==> config.mk <==
export PLATFORM = sky130hd
export DESIGN_NAME = secondary_buffer
export DESIGN_NICKNAME = d
export VERILOG_FILES = /design/src/common/scdb_data_pkg.sv /design/src/common/scdb_ctrl_pkg.sv /design/src/rtl/chan_finder.sv /design/src/scdb_writer/scdb_writer.sv /design/src/scdb_storage/scdb_storage.sv /design/src/rtl/scdb_reader.sv /design/src/rtl/secondary_buffer.sv
export VERILOG_INCLUDE_DIRS = /design/src /design/src/common
export SDC_FILE = /design/constraint.sdc
export NUM_CORES = 2
export LEC_CHECK = 0
export BUFFER_PORTS_ARGS = -buffer_cell sky130_fd_sc_hd__buf_2
export CAP_MARGIN = 20
export CORE_ASPECT_RATIO = 1.75
export CORE_UTILIZATION = 62
export CTS_CLUSTER_SIZE = 24
export DETAILED_ROUTE_END_ITERATION = 10
export MAX_ROUTING_LAYER = met4
export PLACE_DENSITY = 0.83
export SLEW_MARGIN = 20
export SYNTH_ARGS = -nofsm -noshare
export SYNTH_HDL_FRONTEND = slang
export SYNTH_SLANG_ARGS = --single-unit
==> constraint.sdc <==
create_clock -name clk -period 3.6 [get_ports clk]
set_input_delay 0.18 -clock clk [delete_from_list [all_inputs] [get_ports clk]]
set_output_delay 0.18 -clock clk [all_outputs]
set_load 0.02 [all_outputs]
==> src/common/scdb_macros.svh <==
`ifndef SCDB_MACROS_SVH
`define SCDB_MACROS_SVH

// channel side
`define SCDB_N_CHANNELS 4
`define SCDB_CHANS_PER_SCAN 2

// data widths
`define SCDB_SAMPLE_W 16
`define SCDB_ADDR_W 6
// stored as sample count minus one
`define SCDB_LEN_W 4
`define SCDB_TAG_W 12

// header fifo holds 8 entries
`define SCDB_HDR_DEPTH_LOG2 3
// cycles from a header pop to the first accepted sample read
`define SCDB_HDR_WAIT 2

`endif

==> src/common/scdb_data_pkg.sv <==
`default_nettype none

`include "scdb_macros.svh"

package scdb_data_pkg;

  typedef logic [`SCDB_SAMPLE_W-1:0] sample_t;
  typedef logic [`SCDB_ADDR_W-1:0] scdb_addr_t;
  // 0 to 64 words, one bit wider than an address
  typedef logic [`SCDB_ADDR_W:0] scdb_used_t;
  typedef logic [`SCDB_LEN_W-1:0] wfm_len_t;
  typedef logic [`SCDB_TAG_W-1:0] evt_tag_t;
  typedef logic [$clog2(`SCDB_N_CHANNELS)-1:0] chan_idx_t;

  // channel header
  //   [15:4]  event tag
  //   [3:0]   length, samples minus one
  typedef logic [`SCDB_TAG_W+`SCDB_LEN_W-1:0] wvb_hdr_t;

  // header of a waveform in the shared buffer
  //   [25:14] event tag
  //   [13:12] channel index
  //   [11:6]  start address
  //   [5:0]   stop address
  typedef logic [`SCDB_TAG_W+$clog2(`SCDB_N_CHANNELS)+2*`SCDB_ADDR_W-1:0] scdb_hdr_t;

endpackage

`default_nettype wire

==> src/common/scdb_ctrl_pkg.sv <==
`default_nettype none

package scdb_ctrl_pkg;

  // channel finder
  typedef enum logic [1:0] {
    FIND_IDLE,
    FIND_SCAN,
    FIND_READY
  } finder_state_t;

  // waveform writer
  typedef enum logic [1:0] {
    WR_IDLE,
    WR_HDR_CHECK,
    WR_COPY,
    WR_CLOSE
  } writer_state_t;

endpackage

`default_nettype wire

==> src/rtl/chan_finder.sv <==
`timescale 1ns/1ps
`default_nettype none

`include "scdb_macros.svh"

module chan_finder
  import scdb_data_pkg::*;
  import scdb_ctrl_pkg::*;
(
  input  wire logic                        clk,
  input  wire logic                        i_rst_n,
  input  wire logic [`SCDB_N_CHANNELS-1:0] i_wvb_hdr_empty,
  input  wire logic                        i_hdr_taken,
  output logic                             o_wfm_ready,
  output chan_idx_t                        o_next_chan
);

  localparam int SCAN_W = `SCDB_CHANS_PER_SCAN;

  finder_state_t     state;
  chan_idx_t         base;
  chan_idx_t         win_chan [SCAN_W];
  logic [SCAN_W-1:0] win_ready;
  logic              hit;
  chan_idx_t         hit_chan;

  // sample the window starting at base
  always_ff @(posedge clk) begin
    for (int k = 0; k < SCAN_W; k++) begin
      win_chan[k] <= chan_idx_t'(base + k);
    end
  end

  always_ff @(posedge clk) begin
    if (!i_rst_n) begin
      win_ready <= '0;
    end else begin
      for (int k = 0; k < SCAN_W; k++) begin
        win_ready[k] <= !i_wvb_hdr_empty[chan_idx_t'(base + k)];
      end
    end
  end

  // lowest ready slot of the window wins
  always_comb begin
    hit = 1'b0;
    hit_chan = win_chan[0];
    for (int k = SCAN_W - 1; k >= 0; k--) begin
      if (win_ready[k]) begin
        hit = 1'b1;
        hit_chan = win_chan[k];
      end
    end
  end

  always_ff @(posedge clk) begin
    if (!i_rst_n) begin
      state <= FIND_IDLE;
      base <= '0;
      o_wfm_ready <= 1'b0;
      o_next_chan <= '0;
    end else begin
      case (state)
        FIND_IDLE: begin
          base <= chan_idx_t'(base + SCAN_W);
          state <= FIND_SCAN;
        end
        FIND_SCAN: begin
          if (hit) begin
            o_wfm_ready <= 1'b1;
            o_next_chan <= hit_chan;
            base <= chan_idx_t'(hit_chan + 1'b1);
            state <= FIND_READY;
          end else begin
            base <= chan_idx_t'(base + SCAN_W);
          end
        end
        FIND_READY: begin
          // window behind the held channel is already sampled, skip past it
          if (i_hdr_taken) begin
            o_wfm_ready <= 1'b0;
            base <= chan_idx_t'(base + SCAN_W);
            state <= FIND_SCAN;
          end
        end
        default: begin
          state <= FIND_IDLE;
        end
      endcase
    end
  end

endmodule

`default_nettype wire

==> src/scdb_writer/scdb_writer.sv <==
`timescale 1ns/1ps
`default_nettype none

`include "scdb_macros.svh"

module scdb_writer
  import scdb_data_pkg::*;
  import scdb_ctrl_pkg::*;
(
  input  wire logic                                  clk,
  input  wire logic                                  i_rst_n,
  input  wire logic                                  i_wfm_ready,
  input  wire chan_idx_t                             i_next_chan,
  input  wire wvb_hdr_t [`SCDB_N_CHANNELS-1:0]       i_wvb_hdr_data,
  input  wire sample_t  [`SCDB_N_CHANNELS-1:0]       i_wvb_data,
  input  wire logic                                  i_room_ok,
  input  wire scdb_addr_t                            i_wr_addr,
  output logic                                       o_hdr_taken,
  output logic          [`SCDB_N_CHANNELS-1:0]       o_wvb_hdr_rdreq,
  output logic          [`SCDB_N_CHANNELS-1:0]       o_wvb_rdreq,
  output logic          [`SCDB_N_CHANNELS-1:0]       o_wvb_rddone,
  output wfm_len_t                                   o_len,
  output logic                                       o_sample_wren,
  output sample_t                                    o_sample_wdata,
  output logic                                       o_hdr_wren,
  output scdb_hdr_t                                  o_hdr_wdata
);

  writer_state_t                 state;
  chan_idx_t                     chan;
  evt_tag_t                      tag;
  wfm_len_t                      len;
  wfm_len_t                      cnt;
  scdb_addr_t                    start_addr;
  scdb_addr_t                    stop_addr;
  logic                          pop_q;
  logic                          take;
  wvb_hdr_t                      next_hdr;
  logic [`SCDB_N_CHANNELS-1:0]   chan_sel;

  // a new waveform is taken from idle or straight out of close
  assign take = i_wfm_ready && (state == WR_IDLE || state == WR_CLOSE);
  assign next_hdr = i_wvb_hdr_data[i_next_chan];

  always_ff @(posedge clk) begin
    if (!i_rst_n) begin
      state <= WR_IDLE;
      pop_q <= 1'b0;
      cnt <= '0;
    end else begin
      pop_q <= take;
      case (state)
        WR_IDLE, WR_CLOSE: begin
          if (take) begin
            state <= WR_HDR_CHECK;
          end else begin
            state <= WR_IDLE;
          end
        end
        WR_HDR_CHECK: begin
          // nothing is read from the channel until storage has room
          if (i_room_ok) begin
            cnt <= '0;
            state <= WR_COPY;
          end
        end
        WR_COPY: begin
          cnt <= cnt + 1'b1;
          if (cnt == len) begin
            state <= WR_CLOSE;
          end
        end
        default: begin
          state <= WR_IDLE;
        end
      endcase
    end
  end

  // waveform being moved
  always_ff @(posedge clk) begin
    if (take) begin
      chan <= i_next_chan;
      tag <= next_hdr[`SCDB_TAG_W+`SCDB_LEN_W-1:`SCDB_LEN_W];
      len <= next_hdr[`SCDB_LEN_W-1:0];
    end
    if (state == WR_HDR_CHECK && i_room_ok) begin
      start_addr <= i_wr_addr;
    end
  end

  always_comb begin
    chan_sel = '0;
    chan_sel[chan] = 1'b1;
  end

  // last sample lands at start plus length
  assign stop_addr = scdb_addr_t'(start_addr + len);

  assign o_hdr_taken = pop_q;
  assign o_wvb_hdr_rdreq = pop_q ? chan_sel : '0;
  assign o_wvb_rdreq = (state == WR_COPY) ? chan_sel : '0;
  assign o_wvb_rddone = (state == WR_CLOSE) ? chan_sel : '0;

  assign o_len = len;
  assign o_sample_wren = (state == WR_COPY);
  assign o_sample_wdata = i_wvb_data[chan];

  assign o_hdr_wren = (state == WR_CLOSE);
  assign o_hdr_wdata = {tag, chan, start_addr, stop_addr};

endmodule

`default_nettype wire

==> src/scdb_storage/scdb_storage.sv <==
`timescale 1ns/1ps
`default_nettype none

`include "scdb_macros.svh"

module scdb_storage
  import scdb_data_pkg::*;
(
  input  wire logic       clk,
  input  wire logic       i_rst_n,
  input  wire wfm_len_t   i_len,
  input  wire logic       i_sample_wren,
  input  wire sample_t    i_sample_wdata,
  input  wire logic       i_hdr_wren,
  input  wire scdb_hdr_t  i_hdr_wdata,
  input  wire logic       i_hdr_pop,
  input  wire scdb_addr_t i_rd_addr,
  input  wire logic       i_release,
  input  wire scdb_addr_t i_release_addr,
  output logic            o_room_ok,
  output scdb_addr_t      o_wr_addr,
  output logic            o_hdr_empty,
  output scdb_hdr_t       o_hdr_data,
  output sample_t         o_rd_data
);

  localparam int MEM_WORDS = 1 << `SCDB_ADDR_W;
  localparam int HDR_DEPTH = 1 << `SCDB_HDR_DEPTH_LOG2;

  sample_t    mem [MEM_WORDS];
  scdb_addr_t wr_ptr;
  scdb_used_t used;
  scdb_used_t need;
  scdb_addr_t remain;

  scdb_hdr_t                       hdr_mem [HDR_DEPTH];
  logic [`SCDB_HDR_DEPTH_LOG2-1:0] hdr_wr_ptr;
  logic [`SCDB_HDR_DEPTH_LOG2-1:0] hdr_rd_ptr;
  logic [`SCDB_HDR_DEPTH_LOG2:0]   hdr_cnt;
  logic                            hdr_full;

  // sample memory, registered read
  always_ff @(posedge clk) begin
    if (i_sample_wren) begin
      mem[wr_ptr] <= i_sample_wdata;
    end
    o_rd_data <= mem[i_rd_addr];
  end

  // words left behind the released waveform
  assign remain = scdb_addr_t'(wr_ptr - i_release_addr - 1'b1);

  always_ff @(posedge clk) begin
    if (!i_rst_n) begin
      wr_ptr <= '0;
      used <= '0;
    end else begin
      if (i_sample_wren) begin
        wr_ptr <= wr_ptr + 1'b1;
      end
      if (i_release) begin
        used <= scdb_used_t'(remain) + i_sample_wren;
      end else begin
        used <= used + i_sample_wren;
      end
    end
  end

  assign need = used + scdb_used_t'(i_len) + 1'b1;
  assign o_room_ok = (need <= MEM_WORDS) && !hdr_full;
  assign o_wr_addr = wr_ptr;

  // header fifo
  always_ff @(posedge clk) begin
    if (i_hdr_wren) begin
      hdr_mem[hdr_wr_ptr] <= i_hdr_wdata;
    end
    if (i_hdr_pop) begin
      o_hdr_data <= hdr_mem[hdr_rd_ptr];
    end
  end

  always_ff @(posedge clk) begin
    if (!i_rst_n) begin
      hdr_wr_ptr <= '0;
      hdr_rd_ptr <= '0;
      hdr_cnt <= '0;
    end else begin
      if (i_hdr_wren) begin
        hdr_wr_ptr <= hdr_wr_ptr + 1'b1;
      end
      if (i_hdr_pop) begin
        hdr_rd_ptr <= hdr_rd_ptr + 1'b1;
      end
      hdr_cnt <= hdr_cnt + i_hdr_wren - i_hdr_pop;
    end
  end

  assign hdr_full = (hdr_cnt == HDR_DEPTH);
  assign o_hdr_empty = (hdr_cnt == '0);

endmodule

`default_nettype wire

==> src/rtl/scdb_reader.sv <==
`timescale 1ns/1ps
`default_nettype none

`include "scdb_macros.svh"

module scdb_reader
  import scdb_data_pkg::*;
(
  input  wire logic      clk,
  input  wire logic      i_rst_n,
  input  wire logic      i_buf_hdr_rdreq,
  input  wire logic      i_buf_rdreq,
  input  wire logic      i_buf_rddone,
  input  wire scdb_hdr_t i_hdr_data,
  output logic           o_hdr_pop,
  output scdb_addr_t     o_rd_addr,
  output logic           o_release,
  output scdb_addr_t     o_release_addr
);

  localparam int WAIT_W = $clog2(`SCDB_HDR_WAIT + 1);

  logic [WAIT_W-1:0] wait_cnt;
  scdb_addr_t        start_addr;
  scdb_addr_t        stop_addr;
  logic              rd_accept;

  assign start_addr = i_hdr_data[2*`SCDB_ADDR_W-1:`SCDB_ADDR_W];
  assign stop_addr = i_hdr_data[`SCDB_ADDR_W-1:0];

  // reads held off while a header is fetched
  assign rd_accept = i_buf_rdreq && (wait_cnt == '0) && !i_buf_hdr_rdreq;

  always_ff @(posedge clk) begin
    if (!i_rst_n) begin
      wait_cnt <= '0;
      o_rd_addr <= '0;
    end else begin
      if (i_buf_hdr_rdreq) begin
        wait_cnt <= WAIT_W'(1);
      end else if (wait_cnt == WAIT_W'(`SCDB_HDR_WAIT - 1)) begin
        wait_cnt <= '0;
        o_rd_addr <= start_addr;
      end else if (wait_cnt != '0) begin
        wait_cnt <= wait_cnt + 1'b1;
      end
      // stop sample repeats once reached
      if (rd_accept && o_rd_addr != stop_addr) begin
        o_rd_addr <= o_rd_addr + 1'b1;
      end
    end
  end

  assign o_hdr_pop = i_buf_hdr_rdreq;
  assign o_release = i_buf_rddone;
  assign o_release_addr = stop_addr;

endmodule

`default_nettype wire

==> src/rtl/secondary_buffer.sv <==
`timescale 1ns/1ps
`default_nettype none

`include "scdb_macros.svh"

module secondary_buffer
  import scdb_data_pkg::*;
(
  input  wire logic                                  clk,
  input  wire logic                                  i_rst_n,
  input  wire logic     [`SCDB_N_CHANNELS-1:0]       i_wvb_hdr_empty,
  input  wire wvb_hdr_t [`SCDB_N_CHANNELS-1:0]       i_wvb_hdr_data,
  input  wire sample_t  [`SCDB_N_CHANNELS-1:0]       i_wvb_data,
  output logic          [`SCDB_N_CHANNELS-1:0]       o_wvb_hdr_rdreq,
  output logic          [`SCDB_N_CHANNELS-1:0]       o_wvb_rdreq,
  output logic          [`SCDB_N_CHANNELS-1:0]       o_wvb_rddone,
  input  wire logic                                  i_buf_hdr_rdreq,
  input  wire logic                                  i_buf_rdreq,
  input  wire logic                                  i_buf_rddone,
  output logic                                       o_buf_hdr_empty,
  output scdb_hdr_t                                  o_buf_hdr_data,
  output sample_t                                    o_buf_data
);

  // finder to writer
  logic       wfm_ready;
  chan_idx_t  next_chan;
  logic       hdr_taken;

  // writer to storage
  wfm_len_t   len;
  logic       sample_wren;
  sample_t    sample_wdata;
  logic       hdr_wren;
  scdb_hdr_t  hdr_wdata;
  scdb_addr_t wr_addr;
  logic       room_ok;

  // reader to storage
  logic       hdr_pop;
  scdb_addr_t rd_addr;
  logic       release_req;
  scdb_addr_t release_addr;

  chan_finder finder0 (
    .clk             (clk),
    .i_rst_n         (i_rst_n),
    .i_wvb_hdr_empty (i_wvb_hdr_empty),
    .i_hdr_taken     (hdr_taken),
    .o_wfm_ready     (wfm_ready),
    .o_next_chan     (next_chan)
  );

  scdb_writer writer0 (
    .clk             (clk),
    .i_rst_n         (i_rst_n),
    .i_wfm_ready     (wfm_ready),
    .i_next_chan     (next_chan),
    .i_wvb_hdr_data  (i_wvb_hdr_data),
    .i_wvb_data      (i_wvb_data),
    .i_room_ok       (room_ok),
    .i_wr_addr       (wr_addr),
    .o_hdr_taken     (hdr_taken),
    .o_wvb_hdr_rdreq (o_wvb_hdr_rdreq),
    .o_wvb_rdreq     (o_wvb_rdreq),
    .o_wvb_rddone    (o_wvb_rddone),
    .o_len           (len),
    .o_sample_wren   (sample_wren),
    .o_sample_wdata  (sample_wdata),
    .o_hdr_wren      (hdr_wren),
    .o_hdr_wdata     (hdr_wdata)
  );

  scdb_storage storage0 (
    .clk            (clk),
    .i_rst_n        (i_rst_n),
    .i_len          (len),
    .i_sample_wren  (sample_wren),
    .i_sample_wdata (sample_wdata),
    .i_hdr_wren     (hdr_wren),
    .i_hdr_wdata    (hdr_wdata),
    .i_hdr_pop      (hdr_pop),
    .i_rd_addr      (rd_addr),
    .i_release      (release_req),
    .i_release_addr (release_addr),
    .o_room_ok      (room_ok),
    .o_wr_addr      (wr_addr),
    .o_hdr_empty    (o_buf_hdr_empty),
    .o_hdr_data     (o_buf_hdr_data),
    .o_rd_data      (o_buf_data)
  );

  scdb_reader reader0 (
    .clk             (clk),
    .i_rst_n         (i_rst_n),
    .i_buf_hdr_rdreq (i_buf_hdr_rdreq),
    .i_buf_rdreq     (i_buf_rdreq),
    .i_buf_rddone    (i_buf_rddone),
    .i_hdr_data      (o_buf_hdr_data),
    .o_hdr_pop       (hdr_pop),
    .o_rd_addr       (rd_addr),
    .o_release       (release_req),
    .o_release_addr  (release_addr)
  );

endmodule

`default_nettype wire

# == Word-level counts from Yosys, hierarchy flattened ==
# Memories as Yosys holds them, arrays and structs flattened. A register that Yosys moved wholly into a read port is not among the register bits.
# Index checks and enable logic that the tools add are counted.
# word_totals
ramBits,1236
out_inout_bits,55
inputBits,137
mem_count,3
ff_bits,71
latchBits,0
rom_bits,0
wordCells,136
# memory_table
memory,words,width,read_ports,rd_clocked_by_memory_dff,wr,line_no,text
storage0.mem,64,16,1,1,1,scdb_storage.sv:30,sample_t mem [MEM_WORDS];
storage0.hdr_mem,8,26,1,1,1,scdb_storage.sv:36,scdb_hdr_t hdr_mem [HDR_DEPTH];
finder0.win_chan,2,2,2,0,2,chan_finder.sv:22,chan_idx_t win_chan [SCAN_W];
# classes
div,0
n_eq_ne,14
n_reduce_logical,31
shifts,0
n_mul,0
n_lt_le_gt_ge,6
add_sub_neg,18
n_mux,43
bitwise,1
# op_table
operator,n
16-bit binary-select mux with 2-bit select,2
16-bit 2-to-1 mux,2
6-bit 2-to-1 mux,3
2-bit case mux with 3 select lines,3
2-bit 2-to-1 mux,8
4-bit 2-to-1 mux,4
1-bit 2-to-1 mux,15
6-bit by 1-bit adder with 6-bit output (second input constant),2
2-bit by 3-bit < comparator with 1-bit output (second input constant),4
2-bit AND reduction,6
2-bit by 1-bit != test with 1-bit output (second input constant),4
4-bit case mux with 2 select lines,1
2-bit nonzero test,4
6-bit by 1-bit adder with 7-bit output,1
7-bit by 1-bit adder with 7-bit output,1
7-bit by 1-bit adder with 7-bit output (second input constant),1
7-bit by 4-bit adder with 7-bit output,1
7-bit <= comparator (second input constant),1
1-bit logical AND,7
7-bit 2-to-1 mux,1
2-bit by 1-bit adder with 2-bit output (second input constant),3
3-bit by 1-bit adder with 3-bit output (second input constant),2
6-bit by 4-bit adder with 6-bit output,1
2-bit by 1-bit == test with 1-bit output (second input constant),3
24 further kinds,33

# == Depth between registers and ports, before layout ==
# logic_depth
depth_word,6
mapped_depth,11

# == By module ==
# Synthesis repeated with hierarchy kept, for this count alone.
# hier_totals
hier_cells,2545
area_unflattened_um2,53311.1
# modules_own_cells
module,cells_each,seq_area_each_um2,n_inst,area_each_um2
scdb_storage,2269,38557.0,1,49919.1
scdb_writer,147,860.8,1,2157.1
scdb_reader,79,160.2,1,689.4
chan_finder,50,260.2,1,545.5

# == Worst setup path after synthesis ==
# OpenSTA, ideal clock, no wires.
# synth_path
path_kind,reg2reg
start,register writer0.state[0]
end,memory storage0.hdr_mem[4][0] (netlist name) (enable)
setup_ns,0.442
t_required_ns,3.158
slack_ns,0.449
path_stages_with_launch,5
synth_period_minus_slack_ns,3.151
t_arrival_ns,2.709
cell_sequence,dfxtp_1 ha_1 clkbuf_1 nand2_1 nor3_1
# synth_via
elab_chain_cells,3
# synth_rtl
element,line_no,text
start: declaration,scdb_writer.sv:29,writer_state_t state;
start signal: assignment,scdb_writer.sv:47,state <= WR_IDLE;
start signal: assignment,scdb_writer.sv:55,state <= WR_HDR_CHECK;
start signal: assignment,scdb_writer.sv:57,state <= WR_IDLE;
2-bit == test,scdb_writer.sv:109,assign o_hdr_wren = (state == WR_CLOSE);
1-bit 2-to-1 mux,scdb_storage.sv:75,if (i_hdr_wren) begin
1-bit 2-to-1 mux (not written as such),scdb_storage.sv:76,hdr_mem[hdr_wr_ptr] <= i_hdr_wdata;
end: declaration,scdb_storage.sv:36,
# Every way passes these cells.

==> key figures <==
Floorplan
  • Top-Level Pins: 192
  • Area of the die: 86,800 sq um
  • Placement row count: 141
  • Die width: 223 microns
  • Floorplan Core Area: 84,700 sq um
  • Initial Util: 0.627
  • Die Ht: 389 microns

Status
  • Result of the run: finished clean

Setup path
  • Logic depth of the worst path, buffers included: 6
  • Largest fanout on the critical path: 29
  • Critical R2R Launch: reader0.o_rd_addr[0]$_SDFFE_PN0P_
  • Critical Path End Type: flip-flop
  • Crit path largest cell delay: 0.84 ns
  • Setup slack of the worst register-to-register path: 0.14 ns
  • Critical path's top delay family: compound AO/OA/AOI/OAI gates
  • Standard cell with the maximum stage delay on the critical path: dfxtp_4
  • Worst setup path startpoint: reader0.o_rd_addr[0]$_SDFFE_PN0P_
  • Critical path buffers and inverters: 1
  • Startpoint types: flip-flop
  • Data required, critical path: 4.19 ns
  • Destination of the critical timing path: storage0.o_rd_data[14]$_DFF_P_
  • Endpoint of the worst-slack reg-to-reg timing path: storage0.o_rd_data[14]$_DFF_P_
  • Critical path cell sequence: buf_12, mux4_2, a22o_1, a211oi_1, a21oi_1, a22o_1
  • Crit Path Class: flip-flop to flip-flop
  • Logic depth of the worst register-to-register path: 6
  • Most frequent cell on the critical path: a22o_1
  • Data arrival time of the worst path: 4.05 ns

Hold path
  • Hold-critical path depth: 4
  • Tightest Hold Check Type: input port to flip-flop

Logic synthesis
  • Top cell type by total area after synthesis: edfxtp_1
  • Area share of the largest cell type after synthesis: 0.725
  • Syn Nets: 2,776
  • Most used standard cell by instance count after synthesis: edfxtp_1
  • Number of flops mapped to enable cells by yosys: 1,282
  • Share of the yosys chip area belonging to registers: 0.750
  • Ranking of synthesized cells by area: edfxtp_1 73%, mux4_2 12%, mux2i_1 3.1%, dfxtp_1 2.5%, ha_1 0.73%
  • Primary flip-flop cell chosen by synthesis mapping: edfxtp_1
  • Yosys warning total: 0
  • Area of the mapped netlist: 53,100 sq um
  • Async SR Flop Fraction: 0
  • Most frequent cells after synthesis: 1,282 x edfxtp_1, 287 x mux4_2, 162 x mux2i_1
  • Post-synthesis area per instance: 20.4 sq um
  • Number of cells produced by synthesis: 2,605
  • Number of distinct library cell variants in the gate-level netlist after synthesis: 65
  • FF+latch count, synth: 1,349

CTS
  • Total clock sinks: 1,349
  • Hold buffers post-CTS: 37
  • Worst-Skew Late Latency: 0.72 ns
  • H-tree levels: 3
  • Maximum number of buffers from clock root to sink: 3
  • CTS tree: yes
  • Cells resized by post-CTS repair: 0
  • Inserted Clock Buffers: 108
  • Clk Tree Root Cell: clkbuf_16
  • Total setup buffers inserted after CTS: 0
  • Clock slew seen by the registers of the worst setup and hold paths: 0.07 ns

Timing
  • Final min period: 3.46 ns
  • Total Neg Setup Slack: 0 ns
  • Achievable frequency: 289 MHz
  • Count of endpoints failing hold in the final timing report: 0
  • Final cycle utilization of the critical path: 0.962
  • Setup repair after global routing missed its margin: no
  • Final setup margin: 0.138 ns
  • Actual transition at the worst max-transition pin: 1.20 ns
  • Relative slew slack: 0.197
  • Final Skew: 0.0309 ns
  • Worst hold margin: 0.0815 ns
  • Total setup violations reported at the end of the flow: 0
  • Max Slew Vio Count: 0

Global routing
  • Global router's overall resource usage: 0.345
  • Antenna violations before repair: 4
  • Global-route wire length before repair: 203,000 microns
  • Maximum number of pins on one net before global-route repair: 65
  • Vias in the first global route: 30,100
  • Remaining global-route overflow: 0

Cells and area
  • Post-layout instance area: 60,600 sq um
  • Filler cells: 4,665
  • Number of cells in the finished layout apart from fillers: 4,176
  • Area used by sequential logic in the layout: 39,900 sq um
  • Combined area of the multi-input logic cells: 12,500 sq um
  • Proportion of layout cells with a drive suffix above 1: 0.295
  • Final nets: 3,172
  • Area added between synthesis and finish: 14.2%

Placed design
  • Gpl congestion: 0.956
  • Number of instances in the placed design: 3,925
  • Pre-CTS worst setup slack: 0.266 ns
  • Placement-stage cell area: 56,400 sq um
  • PortBufs: 191
  • HPWL after DPL: 87,500 microns

Route
  • Total number of vias: 29,100
  • Average wire per cell in the routed design: 34.0 microns
  • Iter 0 DRT Violations: 3,408
  • Number of vias per cell after detailed routing: 6.97
  • Total iterations of the first detailed-routing run: 9
  • Total Wirelength: 142,000 microns
  • Number of DRC violations after detailed routing: 0
  • Routed Antenna Nets: 0

Power and ir drop
  • Max rail drop VDD: 0.452 mV
  • Total power per unit cell area: 583 nW/um^2
  • Leakage power total: 19.6 nW

Flow run
  • Maximum capacitance violations: 0
## layer usage
layer	up-vias	GRT usage	part of all wire	routed length (microns)
met4	0	0.249	0.087	12400
met1	14800	0.368	0.31	43500
met3	555	0.0552	0.086	12300
met5	-	-	0	0
li1	11500	-	-	-
met2	2178	0.583	0.52	73900
## area by class of cell
cell class / count / share of cell area
multi-input combinational: 1083 / 0.206
inverter: 32 / 0.00198
clock buffer: 126 / 0.0469
timing repair buffer: 427 / 0.0489
clock inverter: 80 / 0.0165
tap: 1072 / 0.0221
sequential: 1349 / 0.658
antenna: 7 / 0.000289
## stage by stage
step,power [mW],utilization
finish,35.3,0.716
CTS,35.3,0.715
floorplan,20.9,-
detailed placement,22.6,0.665
global placement,22.4,0.665
global route,36.1,0.716
## cells by family after synthesis
group,count (synthesis),synth area share
AO/OA/AOI/OAI,259,0.0345
adder cells (fa/ha/maj),34,0.00844
multiplexers,480,0.159
flip-flops,1349,0.750
buffers and inverters,173,0.0159
XOR/XNOR,30,0.00495
AND/OR/NAND/NOR,280,0.0268
## worst reg2reg max path: stages (launching register included)
cell and delay, ns:
dfxtp_4 0.84, buf_12 0.36, mux4_2 0.57, a22o_1 0.25, a211oi_1 0.80, a21oi_1 0.22, a22o_1 0.30
## where the power goes
group	switching [mW]	total [mW]	internal, mW
sequential	0.411	18.5	18.1
combinational	2.45	3.97	1.52
clock	5.57	12.8	7.28
## layout by cell type, fill, tap and decap left out, types with 7 or more instances in the layout
cell,count
dlygate4sd3_1,37
buf_4,187
o21ai_0,22
and2_1,25
dfxtp_1,60
clkbuf_1,14
buf_12,11
a31oi_1,8
clkbuf_16,111
buf_2,191
nand3b_1,9
nand2_1,46
mux2i_1,161
nand3_1,12
nor2_2,7
xor2_1,16
nor2b_1,23
o22ai_1,45
diode_2,7
o221ai_1,14
a22o_1,22
clkinvlp_4,9
ha_1,31
inv_1,32
nor2_1,87
mux4_2,287
a21oi_1,40
bufinv_16,22
a211oi_1,38
and3_1,15
nand2b_1,13
clkinv_2,22
a22oi_1,19
clkinv_1,17
mux2_2,31
edfxtp_1,1282
xnor2_1,14
## flip-flops by register name (all words and copies together) (netlist names), 4 cells and up
name and count:
storage0.hdr_cnt 4, storage0.o_hdr_data 26, storage0.o_rd_data 16, storage0.mem 1024, writer0.start_addr 6, writer0.tag 12
finder0.win_chan 4, reader0.o_rd_addr 6, storage0.hdr_mem 208, writer0.o_len 4, storage0.o_wr_addr 6, writer0.cnt 4
storage0.used 7
## worst min-delay path by stage
stage / slack (ns) / to / startpoint
6_report: 0.08 / storage0.used[0]$_SDFF_PN0_ / i_buf_rddone
3_3_place_gp: 0.44 / finder0.win_chan[0][1]$_DFF_P_ / finder0.base[1]$_SDFFE_PN0P_
4_1_cts: 0.05 / storage0.used[0]$_SDFF_PN0_ / i_buf_rddone
5_1_grt: 0.11 / storage0.hdr_cnt[1]$_SDFF_PN0_ / i_buf_hdr_rdreq
2_1_floorplan: 0.29 / storage0.o_hdr_data[0]$_DFFE_PP_ / i_buf_hdr_rdreq
3_5_place_dp: 0.44 / finder0.win_chan[0][1]$_DFF_P_ / finder0.base[1]$_SDFFE_PN0P_
Power figures use the tool's default switching activity.
